[src/gfx_pkg.sv]
package gfx_pkg;

	// lane and stream widths.
	localparam int SHADER_LANES = 4;
	localparam int WORD_BITS = 32;
	localparam int COORD_BITS = 16;
	localparam int SHIFT_BITS = 5;
	localparam int CLZ_BITS = 6;

	typedef logic [WORD_BITS-1:0] word;

	typedef word [SHADER_LANES-1:0] lane_vec;

	// one opcode applied to every lane.
	typedef enum logic [3:0] {
		OP_ADD,
		OP_SUB,
		OP_MIN,
		OP_MAX,
		OP_ABS,
		OP_SHL,
		OP_SHR_U,
		OP_SHR_S,
		OP_CLZ
	} lane_opcode;

	typedef struct packed {
		logic    valid;
		lane_vec lanes;
	} fpint_wb;

	typedef enum logic [1:0] {
		RS_IDLE,
		RS_CORNER,
		RS_DRAIN,
		RS_SCAN
	} raster_state;

	// y sits in the upper half of a stream word.
	typedef struct packed {
		logic [COORD_BITS-1:0] y;
		logic [COORD_BITS-1:0] x;
	} coord;

	typedef struct packed {
		word  tdata;
		logic tlast;
		logic tvalid;
	} pkt_beat;

endpackage

[src/gfx_lane_alu.sv]
`timescale 1ns/1ps

module gfx_lane_alu (
	input  gfx_pkg::word        a,
	input  gfx_pkg::word        b,
	input  gfx_pkg::lane_opcode op,
	output gfx_pkg::word        q
);

	logic [gfx_pkg::SHIFT_BITS-1:0] shamt;
	logic                           a_lt_b;
	logic [gfx_pkg::CLZ_BITS-1:0]   lz;

	// an all-zero word counts 32 leading zeros.
	function automatic logic [gfx_pkg::CLZ_BITS-1:0] count_lz(input gfx_pkg::word v);
		logic [gfx_pkg::CLZ_BITS-1:0] n;
		logic                         seen;
		n = '0;
		seen = 1'b0;
		for (int i = gfx_pkg::WORD_BITS - 1; i >= 0; i--) begin
			if (v[i])
				seen = 1'b1;
			else if (!seen)
				n = n + 1'b1;
		end
		return n;
	endfunction

	assign shamt = b[gfx_pkg::SHIFT_BITS-1:0];
	assign a_lt_b = $signed(a) < $signed(b);
	assign lz = count_lz(a);

	always_comb begin
		unique case (op)
			gfx_pkg::OP_ADD:
				q = a + b;
			gfx_pkg::OP_SUB:
				q = a - b;
			gfx_pkg::OP_MIN:
				q = a_lt_b ? a : b;
			gfx_pkg::OP_MAX:
				q = a_lt_b ? b : a;
			// most negative value wraps to itself.
			gfx_pkg::OP_ABS:
				q = a[gfx_pkg::WORD_BITS-1] ? -a : a;
			gfx_pkg::OP_SHL:
				q = a << shamt;
			gfx_pkg::OP_SHR_U:
				q = a >> shamt;
			gfx_pkg::OP_SHR_S:
				q = $signed(a) >>> shamt;
			gfx_pkg::OP_CLZ:
				q = gfx_pkg::word'(lz);
			default:
				q = '0;
		endcase
	end

endmodule

[src/gfx_raster.sv]
`timescale 1ns/1ps

module gfx_raster (
	input  logic             clk,
	input  logic             rst_n,
	input  gfx_pkg::pkt_beat geometry,
	output logic             geom_tready,
	output gfx_pkg::pkt_beat coverage,
	input  logic             coverage_tready
);

	logic          load;
	logic          step;
	logic          emit;
	logic          emit_last;
	logic          empty;
	logic          at_end;
	logic          slot_free;
	gfx_pkg::coord lo;
	gfx_pkg::coord hi;
	gfx_pkg::coord pos;

	// output slot is free when empty or draining this cycle.
	assign slot_free = !coverage.tvalid || coverage_tready;

	always_ff @(posedge clk) begin
		if (!rst_n)
			coverage.tvalid <= 1'b0;
		else if (emit)
			coverage.tvalid <= 1'b1;
		else if (coverage_tready)
			coverage.tvalid <= 1'b0;
		if (emit) begin
			coverage.tdata <= pos;
			coverage.tlast <= emit_last;
		end
	end

	gfx_raster_fsm fsm (
		.clk,
		.rst_n,
		.geometry,
		.geom_tready,
		.load,
		.step,
		.lo,
		.hi,
		.empty,
		.at_end,
		.emit,
		.emit_last,
		.slot_free
	);

	gfx_raster_scan scan (
		.clk,
		.rst_n,
		.load,
		.lo,
		.hi,
		.step,
		.pos,
		.at_end,
		.empty
	);

	a_cov_hold: assert property (@(posedge clk) disable iff (!rst_n)
		coverage.tvalid && !coverage_tready |=> coverage.tvalid && $stable(coverage.tdata)
			&& $stable(coverage.tlast));

endmodule

[src/gfx_raster_fsm.sv]
`timescale 1ns/1ps

module gfx_raster_fsm (
	input  logic             clk,
	input  logic             rst_n,
	input  gfx_pkg::pkt_beat geometry,
	output logic             geom_tready,
	output logic             load,
	output logic             step,
	output gfx_pkg::coord    lo,
	output gfx_pkg::coord    hi,
	input  logic             empty,
	input  logic             at_end,
	output logic             emit,
	output logic             emit_last,
	input  logic             slot_free
);

	gfx_pkg::raster_state state;
	gfx_pkg::raster_state state_next;
	gfx_pkg::coord        lo_q;
	gfx_pkg::coord        hi_q;
	logic                 last_sent;
	logic                 beat_ok;

	always_comb begin
		case (state)
			gfx_pkg::RS_SCAN:
				geom_tready = 1'b0;
			default:
				geom_tready = 1'b1;
		endcase
	end

	assign beat_ok = geometry.tvalid && geom_tready;

	// the closing beat of a packet starts the scan.
	assign load = beat_ok && geometry.tlast &&
		(state == gfx_pkg::RS_CORNER || state == gfx_pkg::RS_DRAIN);
	assign lo = lo_q;
	assign hi = (state == gfx_pkg::RS_CORNER) ? gfx_pkg::coord'(geometry.tdata) : hi_q;

	assign emit = state == gfx_pkg::RS_SCAN && !empty && !last_sent && slot_free;
	assign emit_last = at_end;
	assign step = emit && !at_end;

	always_comb begin
		state_next = state;
		case (state)
			gfx_pkg::RS_IDLE:
				if (beat_ok && !geometry.tlast)
					state_next = gfx_pkg::RS_CORNER;
			gfx_pkg::RS_CORNER:
				if (beat_ok)
					state_next = geometry.tlast ? gfx_pkg::RS_SCAN : gfx_pkg::RS_DRAIN;
			gfx_pkg::RS_DRAIN:
				if (beat_ok && geometry.tlast)
					state_next = gfx_pkg::RS_SCAN;
			// hold until the last fragment leaves the output slot.
			gfx_pkg::RS_SCAN:
				if (empty || (last_sent && slot_free))
					state_next = gfx_pkg::RS_IDLE;
			default:
				state_next = gfx_pkg::RS_IDLE;
		endcase
	end

	always_ff @(posedge clk) begin
		if (!rst_n) begin
			state <= gfx_pkg::RS_IDLE;
			last_sent <= 1'b0;
		end else begin
			state <= state_next;
			if (state_next != gfx_pkg::RS_SCAN)
				last_sent <= 1'b0;
			else if (emit && at_end)
				last_sent <= 1'b1;
		end
		if (beat_ok && state == gfx_pkg::RS_IDLE)
			lo_q <= geometry.tdata;
		if (beat_ok && state == gfx_pkg::RS_CORNER)
			hi_q <= geometry.tdata;
	end

	// no fragment follows the last one of a packet.
	a_single_last: assert property (@(posedge clk) disable iff (!rst_n)
		emit && emit_last |=> !emit);

endmodule

[src/gfx_raster_scan.sv]
`timescale 1ns/1ps

module gfx_raster_scan (
	input  logic          clk,
	input  logic          rst_n,
	input  logic          load,
	input  gfx_pkg::coord lo,
	input  gfx_pkg::coord hi,
	input  logic          step,
	output gfx_pkg::coord pos,
	output logic          at_end,
	output logic          empty
);

	gfx_pkg::coord lo_q;
	gfx_pkg::coord hi_q;
	logic          row_end;

	assign row_end = pos.x == hi_q.x;
	assign at_end = row_end && pos.y == hi_q.y;
	assign empty = hi_q.x < lo_q.x || hi_q.y < lo_q.y;

	always_ff @(posedge clk) begin
		if (load) begin
			lo_q <= lo;
			hi_q <= hi;
			pos <= lo;
		end else if (step) begin
			// wrap x back to the left edge on the next row.
			if (row_end) begin
				pos.x <= lo_q.x;
				pos.y <= pos.y + 1'b1;
			end else begin
				pos.x <= pos.x + 1'b1;
			end
		end
	end

	a_no_step_on_load: assert property (@(posedge clk) disable iff (!rst_n)
		!(step && load));

endmodule

[src/gfx_shader_fpint.sv]
`timescale 1ns/1ps

module gfx_shader_fpint (
	input  logic                clk,
	input  logic                rst_n,
	input  gfx_pkg::lane_opcode op,
	input  logic                in_valid,
	input  gfx_pkg::lane_vec    a,
	input  gfx_pkg::lane_vec    b,
	output gfx_pkg::fpint_wb    wb
);

	gfx_pkg::lane_opcode op_q;
	gfx_pkg::lane_vec    a_q;
	gfx_pkg::lane_vec    b_q;
	gfx_pkg::lane_vec    res;
	logic                valid_q;

	// stage one.
	always_ff @(posedge clk) begin
		if (!rst_n)
			valid_q <= 1'b0;
		else
			valid_q <= in_valid;
		op_q <= op;
		a_q <= a;
		b_q <= b;
	end

	for (genvar i = 0; i < gfx_pkg::SHADER_LANES; i++) begin : g_lane
		gfx_lane_alu alu (
			.a (a_q[i]),
			.b (b_q[i]),
			.op(op_q),
			.q (res[i])
		);
	end

	// stage two is the writeback register.
	always_ff @(posedge clk) begin
		if (!rst_n)
			wb.valid <= 1'b0;
		else
			wb.valid <= valid_q;
		wb.lanes <= res;
	end

	a_op_legal: assert property (@(posedge clk) disable iff (!rst_n)
		in_valid |-> op inside {gfx_pkg::OP_ADD, gfx_pkg::OP_SUB, gfx_pkg::OP_MIN,
			gfx_pkg::OP_MAX, gfx_pkg::OP_ABS, gfx_pkg::OP_SHL, gfx_pkg::OP_SHR_U,
			gfx_pkg::OP_SHR_S, gfx_pkg::OP_CLZ});

	a_wb_latency: assert property (@(posedge clk) disable iff (!rst_n)
		in_valid |=> ##1 wb.valid);

	a_wb_no_extra: assert property (@(posedge clk) disable iff (!rst_n)
		!in_valid |=> ##1 !wb.valid);

endmodule

[src/w3d_top.sv]
`timescale 1ns/1ps

module w3d_top (
	input  logic                clk,
	input  logic                rst_n,

	input  gfx_pkg::lane_vec    a,
	input  gfx_pkg::lane_vec    b,
	input  gfx_pkg::lane_opcode op,
	input  logic                in_valid,
	output logic                out_valid,
	output gfx_pkg::lane_vec    q,

	input  gfx_pkg::word        geom_tdata,
	input  logic                geom_tlast,
	input  logic                geom_tvalid,
	output logic                geom_tready,

	input  logic                raster_tready,
	output gfx_pkg::word        raster_tdata,
	output logic                raster_tlast,
	output logic                raster_tvalid
);

	gfx_pkg::fpint_wb fpint_wb;
	gfx_pkg::pkt_beat geometry;
	gfx_pkg::pkt_beat coverage;

	assign out_valid = fpint_wb.valid;
	assign q = fpint_wb.lanes;

	assign geometry.tdata = geom_tdata;
	assign geometry.tlast = geom_tlast;
	assign geometry.tvalid = geom_tvalid;

	assign raster_tdata = coverage.tdata;
	assign raster_tlast = coverage.tlast;
	assign raster_tvalid = coverage.tvalid;

	gfx_shader_fpint fpint (
		.clk,
		.rst_n,
		.op,
		.in_valid,
		.a,
		.b,
		.wb(fpint_wb)
	);

	gfx_raster raster (
		.clk,
		.rst_n,
		.geometry,
		.geom_tready,
		.coverage,
		.coverage_tready(raster_tready)
	);

endmodule
[config.mk]
export PLATFORM = sky130hd
export DESIGN_NAME = w3d_top
export DESIGN_NICKNAME = d
export VERILOG_FILES = /design/src/gfx_pkg.sv /design/src/gfx_lane_alu.sv /design/src/gfx_raster.sv /design/src/gfx_raster_fsm.sv /design/src/gfx_raster_scan.sv /design/src/gfx_shader_fpint.sv /design/src/w3d_top.sv
export SDC_FILE = /design/constraint.sdc
export NUM_CORES = 2
export LEC_CHECK = 0
export ABC_AREA = 1
export BUFFER_PORTS_ARGS = -buffer_cell sky130_fd_sc_hd__buf_4
export CORE_MARGIN = 1.5
export CORE_UTILIZATION = 40
export CTS_CLUSTER_DIAMETER = 200
export DETAILED_ROUTE_END_ITERATION = 10
export SETUP_SLACK_MARGIN = 0.15
export SYNTH_ARGS = -nofsm -noshare
export SYNTH_HDL_FRONTEND = slang
export SYNTH_SLANG_ARGS = --single-unit
[constraint.sdc]
create_clock -name clk -period 33.2 [get_ports clk]
set_clock_uncertainty 0.1 [all_clocks]
set_input_delay 4.98 -clock clk [delete_from_list [all_inputs] [get_ports clk]]
set_output_delay 4.98 -clock clk [all_outputs]
set_load 0.005 [all_outputs]
# Word level (Yosys, flattened, before mapping)
# Index checks and enable logic that the tools add are counted.
dict set report word_totals {
  wordCells 636
  reg_bits 587
}
dict set report op_classes {
  eq_ne 14
  n_shift 12
  magnitude_cmp 6
  n_addsub 138
  n_bitwise 1
  n_reduce_logical 29
  mux 406
}
# operator n
set op_table {}
lappend op_table {{$mux 6} 248}
lappend op_table {{$pmux 32 s9} 4}
lappend op_table {{$add 6x1->6 const B} 124}
lappend op_table {{$mux 32} 15}
lappend op_table {{$mux 1} 132}
lappend op_table {{$add 32x32->32} 4}
lappend op_table {{$lt 32x32->1} 4}
lappend op_table {{$neg 32->32} 4}
lappend op_table {{$shl 32x5->32} 4}
lappend op_table {{$shr 32x5->32} 4}
lappend op_table {{$sshr 32x5->32} 4}
lappend op_table {{$sub 32x32->32} 4}
lappend op_table {{$add 16x1->16 const B} 2}
lappend op_table {{$eq 16x16->1} 2}
lappend op_table {{$lt 16x16->1} 2}
lappend op_table {{$mux 16} 2}
lappend op_table {{$eq 4x3->1 const B} 4}
lappend op_table {{$logic_and 1x1->1} 13}
lappend op_table {{$eq 4x2->1 const B} 2}
lappend op_table {{$mux 2} 4}
lappend op_table {{$pmux 2 s4} 1}
lappend op_table {{$reduce_bool 2->1} 3}
lappend op_table {{$logic_not 1->1} 5}
lappend op_table {{$eq 2x2->1 const B} 2}
lappend op_table {{other kinds (10)} 13}

# Depth between registers and ports, before layout
dict set report logic_depth {
  word_depth 95
  mapped_depth 118
}

# Hierarchy
# From an unflattened synthesis, not the netlist that was laid out.
dict set report unflattened {
  cells_unflattened 11037
  hier_area_um2 66684.0
}
# mod instances area_per_inst_um2 seq_area_each_um2 cells_each
set modules_own_cells {}
lappend modules_own_cells {{gfx_lane_alu (fpint.g_lane[0].alu ...)} 3 12649.6 0.0 2491}
lappend modules_own_cells {{gfx_lane_alu (fpint.g_lane[3].alu)} 1 11812.6 0.0 2328}
lappend modules_own_cells {gfx_shader_fpint 1 7822.5 7807.5 394}
lappend modules_own_cells {gfx_raster_scan 1 5378.9 2882.8 587}
lappend modules_own_cells {gfx_raster_fsm 1 2683.8 1981.9 216}
lappend modules_own_cells {gfx_raster 1 1037.2 1011.0 39}

# Worst setup path before layout
# OpenSTA, ideal clock, no wires.
dict set report synth_timing {
  kind {register to register}
  from {register fpint.a_q[95] (netlist name)}
  to {register fpint.wb[65] (netlist name)}
  required_time_ps 32980
  setup_slack_ps 15924
  path_stages_with_launch 112
  t_arrival_ps 17056
  n_path_buf 2
  setup_time_ps 120
  path_cell_list {dfxtp_1 > clkbuf_1 > buf_1 > nor2_1 > ha_1 > nand2_1 > nand2_1 > ha_1 > inv_1 > nand2_1 > nand2_1 > inv_1 > ha_1 > nand2_1 > nand3_1 > nand2_1 > inv_1 > ha_1 > (+76 left out) > a21oi_1 > inv_1 > ha_1 > nand2_1 > nand2_1 > ha_1 > nand2_1 > o211ai_1 > ha_1 > inv_1 > o21ai_0 > ha_1 > nand2_1 > o311ai_0 > ha_1 > o31ai_1 > o221ai_1 > a211o_1}
}
dict set report synth_via {
  elab_chain_cells 95
}
# element line
set synth_rtl {}
lappend synth_rtl {{start: declaration} gfx_shader_fpint.sv:14} ;# gfx_pkg::lane_vec a_q;
lappend synth_rtl {{start signal: assignment} gfx_shader_fpint.sv:26} ;# a_q <= a;
lappend synth_rtl {{$mux 1} gfx_lane_alu.sv:21} ;# if (v[i])
lappend synth_rtl {{$add 6x1->6} gfx_lane_alu.sv:24} ;# n = n + 1'b1;
lappend synth_rtl {{$mux 6} gfx_lane_alu.sv:23} ;# else if (!seen)
lappend synth_rtl {{$mux 6} gfx_lane_alu.sv:21}
lappend synth_rtl {{$add 6x1->6} gfx_lane_alu.sv:24}
lappend synth_rtl {{$mux 6} gfx_lane_alu.sv:23}
lappend synth_rtl {{$mux 6} gfx_lane_alu.sv:21}
lappend synth_rtl {{$add 6x1->6} gfx_lane_alu.sv:24}
lappend synth_rtl {{(+80 left out)} -}
lappend synth_rtl {{$add 6x1->6} gfx_lane_alu.sv:24}
lappend synth_rtl {{$mux 6} gfx_lane_alu.sv:23}
lappend synth_rtl {{$mux 6} gfx_lane_alu.sv:21}
lappend synth_rtl {{$add 6x1->6} gfx_lane_alu.sv:24}
lappend synth_rtl {{$mux 6} gfx_lane_alu.sv:23}
lappend synth_rtl {{$mux 6} gfx_lane_alu.sv:21}
lappend synth_rtl {{$pmux 32 s9 *} gfx_lane_alu.sv:34} ;# unique case (op)
lappend synth_rtl {{via fpint.g_lane[2].alu.q[1]} gfx_lane_alu.sv:7} ;# output gfx_pkg::word q
lappend synth_rtl {{end: declaration} gfx_shader_fpint.sv:10} ;# output gfx_pkg::fpint_wb wb
# The timed path passes the listed nets; every way through them passes the cells marked *.
# A chain may end at the register's enable or synchronous reset.

# Worst setup path in the final report
# Ends and elaborated chain as after synthesis.

==> results.json <==
{
  "grt_pass1_wl_um": 389900,
  "clockBufferDepth": 3,
  "dp_cells": 12641,
  "worst_pin_slew_ps": 1285,
  "yosysSeqAreaShare_pct": 21.44,
  "cts_setup_buffers": 0,
  "drtAntennaViolNets": 0,
  "synth_edf_count": 193,
  "ctsHoldBuffers": 0,
  "synth.net_count": 11187,
  "hpwl_um": 197700,
  "synth-async-reset-ratio_pct": 0,
  "post_cts_resized": 0,
  "drtIter0Drc": 6367,
  "instances_no_fill": 12776,
  "row_count": 146,
  "synth_top_area_cell": "nand2_1",
  "max-vdd-ir-drop_mv": 0.05224,
  "ys_ff_latch": 587,
  "synth_warnings": 0,
  "clk_latency_ps": 760,
  "cts_tree": "built",
  "nets": 11362,
  "drt_pre_antenna_iters": 6,
  "wire_per_inst_um": 20.06,
  "finalHoldViolCount": 0,
  "final_cell_mix": "2384 x nand2_1, 1511 x inv_1, 986 x nor2_1",
  "place_congestion": 0.9814,
  "h-tree-depth": 3,
  "whs_ps": 315.5,
  "syn-instance-count": 10467,
  "areaGrowthSynthToFinish_pct": 11.83,
  "finalCriticalPeriod_ps": 18950,
  "drv_slew": 0,
  "core-area_um2": 158400,
  "cap_violations": 0,
  "die_x_um": 402.4,
  "cp-end-kind": "flop",
  "grt_use_total_pct": 30.56,
  "post_synth.cell_area_avg_um2": 6.096,
  "viasPerCell": 5.531,
  "hold_path_class": "flop to flop",
  "cts_made_buffers": 71,
  "overflow": 0,
  "max_stage_delay_ps": 440,
  "io_buffers": 461,
  "num_io_pins": 462,
  "drive_gt1_share_pct": 10.94,
  "vias": 70662,
  "crit_top_cell": "ha_1",
  "path_max_fanout": 32,
  "p_leak_nw": 34.30,
  "ys.flop_type": "dfxtp_1",
  "synth.cell_area_um2": 63810,
  "drt-total-wl_um": 256200,
  "dieArea_um2": 161900,
  "path_clk_slew_ps": 60,
  "cp.arrival_ps": 19460,
  "clock_sinks": 587,
  "outcome": "finished, final reports clean",
  "setup_tns_ps": 0,
  "clockRootBuffer": "clkbuf_16",
  "cp-start-kind": "flop",
  "slew_headroom_pct": 14.31,
  "max_clock_freq_ghz": 0.05278,
  "grt_max_degree": 88,
  "yosys-top-cells-area": "nand2_1 14%, dfxtp_1 12%, edfxtp_1 9.1%",
  "fin_util_pct": 45.05,
  "ys_types": 84,
  "die_h_um": 402.4,
  "powerDensity_nw_per_um2": 34.80,
  "final_common_cell": "nand2_1",
  "timing.final.crit_share_pct": 57.07,
  "critPathKind": "flop to flop",
  "cp_slowest_cell": "a221oi_1",
  "r2r_setup_slack_ps": 14250,
  "grt_setup_unrepaired": "no",
  "setup_violations": 0,
  "initial_core_util_pct": 40.29,
  "synth_top_area_share_pct": 14.02,
  "first_global_vias": 66963,
  "crit_required_ps": 33710,
  "antenna_found_initial": 14,
  "post-route-drc-count": 0
}
==> final cells by class <==
cell class / count / area [µm²]
tap: 2072 / 2592
antenna: 3 / 7.507
inverter: 1611 / 6068
fill: 16843 / 87020
clock inverter: 35 / 406.6
multi-input combinational: 7808 / 42350
sequential: 587 / 13700
clock buffer: 97 / 2011
timing repair buffer: 563 / 4227
==> through the flow <==
step / power, mW / setup slack, ps / instance area [µm²]
2_1_floorplan: 1.392 / 15920 / 63810
3_3_place_gp: 1.675 / 14710 / 68930
3_5_place_dp: 1.683 / 14380 / 68930
5_1_grt: 2.631 / 12550 / 71350
6_report: 2.483 / 14250 / 71350
4_1_cts: 2.499 / 14340 / 71350
==> worst max-delay path, delay by kind of cell, from the launching register on <==
family          cells  cell delay [ps]
simple gates       36             3520
compound gates     25             4260
buf+inv            19             1670
flops               1              310
fa+ha+maj          30             8950
==> cell usage after synthesis, types with 23 or more instances <==
cell type  count
edfxtp_1     193
dfxtp_1      394
o2111ai_1     92
o31ai_1       40
o311ai_0      29
nand3b_1      50
buf_1         69
a2111oi_0     33
nor2_2        50
a221oi_1      29
nor3_1       167
inv_2         66
o21ai_0      946
mux2i_1       39
a22oi_1       86
o21ai_1       29
clkinv_1      25
a211oi_1      48
clkbuf_1     364
nor4_1        29
nand3_2       64
inv_1       1514
nand2_2      135
nor2_1      1004
nand3_1      567
nor2_4        23
xor2_1        70
a31oi_1       44
ha_1         414
o221ai_1      33
o211ai_1     116
o22ai_1       66
or2_2         48
o21bai_1      27
xnor2_1       49
a21oi_1      859
nand4_1       69
nand2_1     2384
==> layer usage <==
metal  global-route usage [%]  share of wire, %
met5                        0             0.046
met4                    11.68               4.0
met3                    4.152               6.6
met2                    50.69                45
met1                    40.08                44
==> power breakdown <==
group	total, mW	switching [mW]	internal [mW]
combinational	0.776	0.516	0.260
sequential	0.904	0.0707	0.834
clock	0.803	0.352	0.451
==> path summary, 6_finish.rpt <==
path | start | to | cells past startpoint
max | fpint.a_q[95]$_DFF_P_ | fpint.wb[65]$_DFF_P_ | 110
min | fpint.valid_q$_SDFF_PN0_ | fpint.wb[128]$_SDFF_PN0_ | 2
max reg2reg | fpint.a_q[95]$_DFF_P_ | fpint.wb[65]$_DFF_P_ | 110
min reg2reg | fpint.valid_q$_SDFF_PN0_ | fpint.wb[128]$_SDFF_PN0_ | 2
==> flip-flops by register name, indices dropped and copies added, names as in the netlist <==
register	flops
fpint.wb	129
fpint.b_q	128
raster.fsm.state	2
fpint.valid_q	1
raster.fsm.last_sent	1
raster.fsm.lo	32
fpint.op_q	4
raster.scan.hi_q	32
raster.scan.lo_q	32
fpint.a_q	128
raster.coverage	34
raster.fsm.hi_q	32
raster.scan.pos	32
==> cells by family (layout without fill, tap and decap cells) <==
group                    Yosys count  after routing  synth area share [%]
AND/OR/NAND/NOR                 4627           4627                 31.55
AO/OA/AOI/OAI                   2593           2593                 23.79
buffers and inverters           2072           2306                 12.37
flip-flops                       587            587                 21.44
adder cells (fa/ha/maj)          422            422                 8.369
XOR/XNOR                         126            126                 1.847
multiplexers                      40             40                0.6295
other                              0              3                     0
No activity file was read; power rests on OpenSTA's default activity.
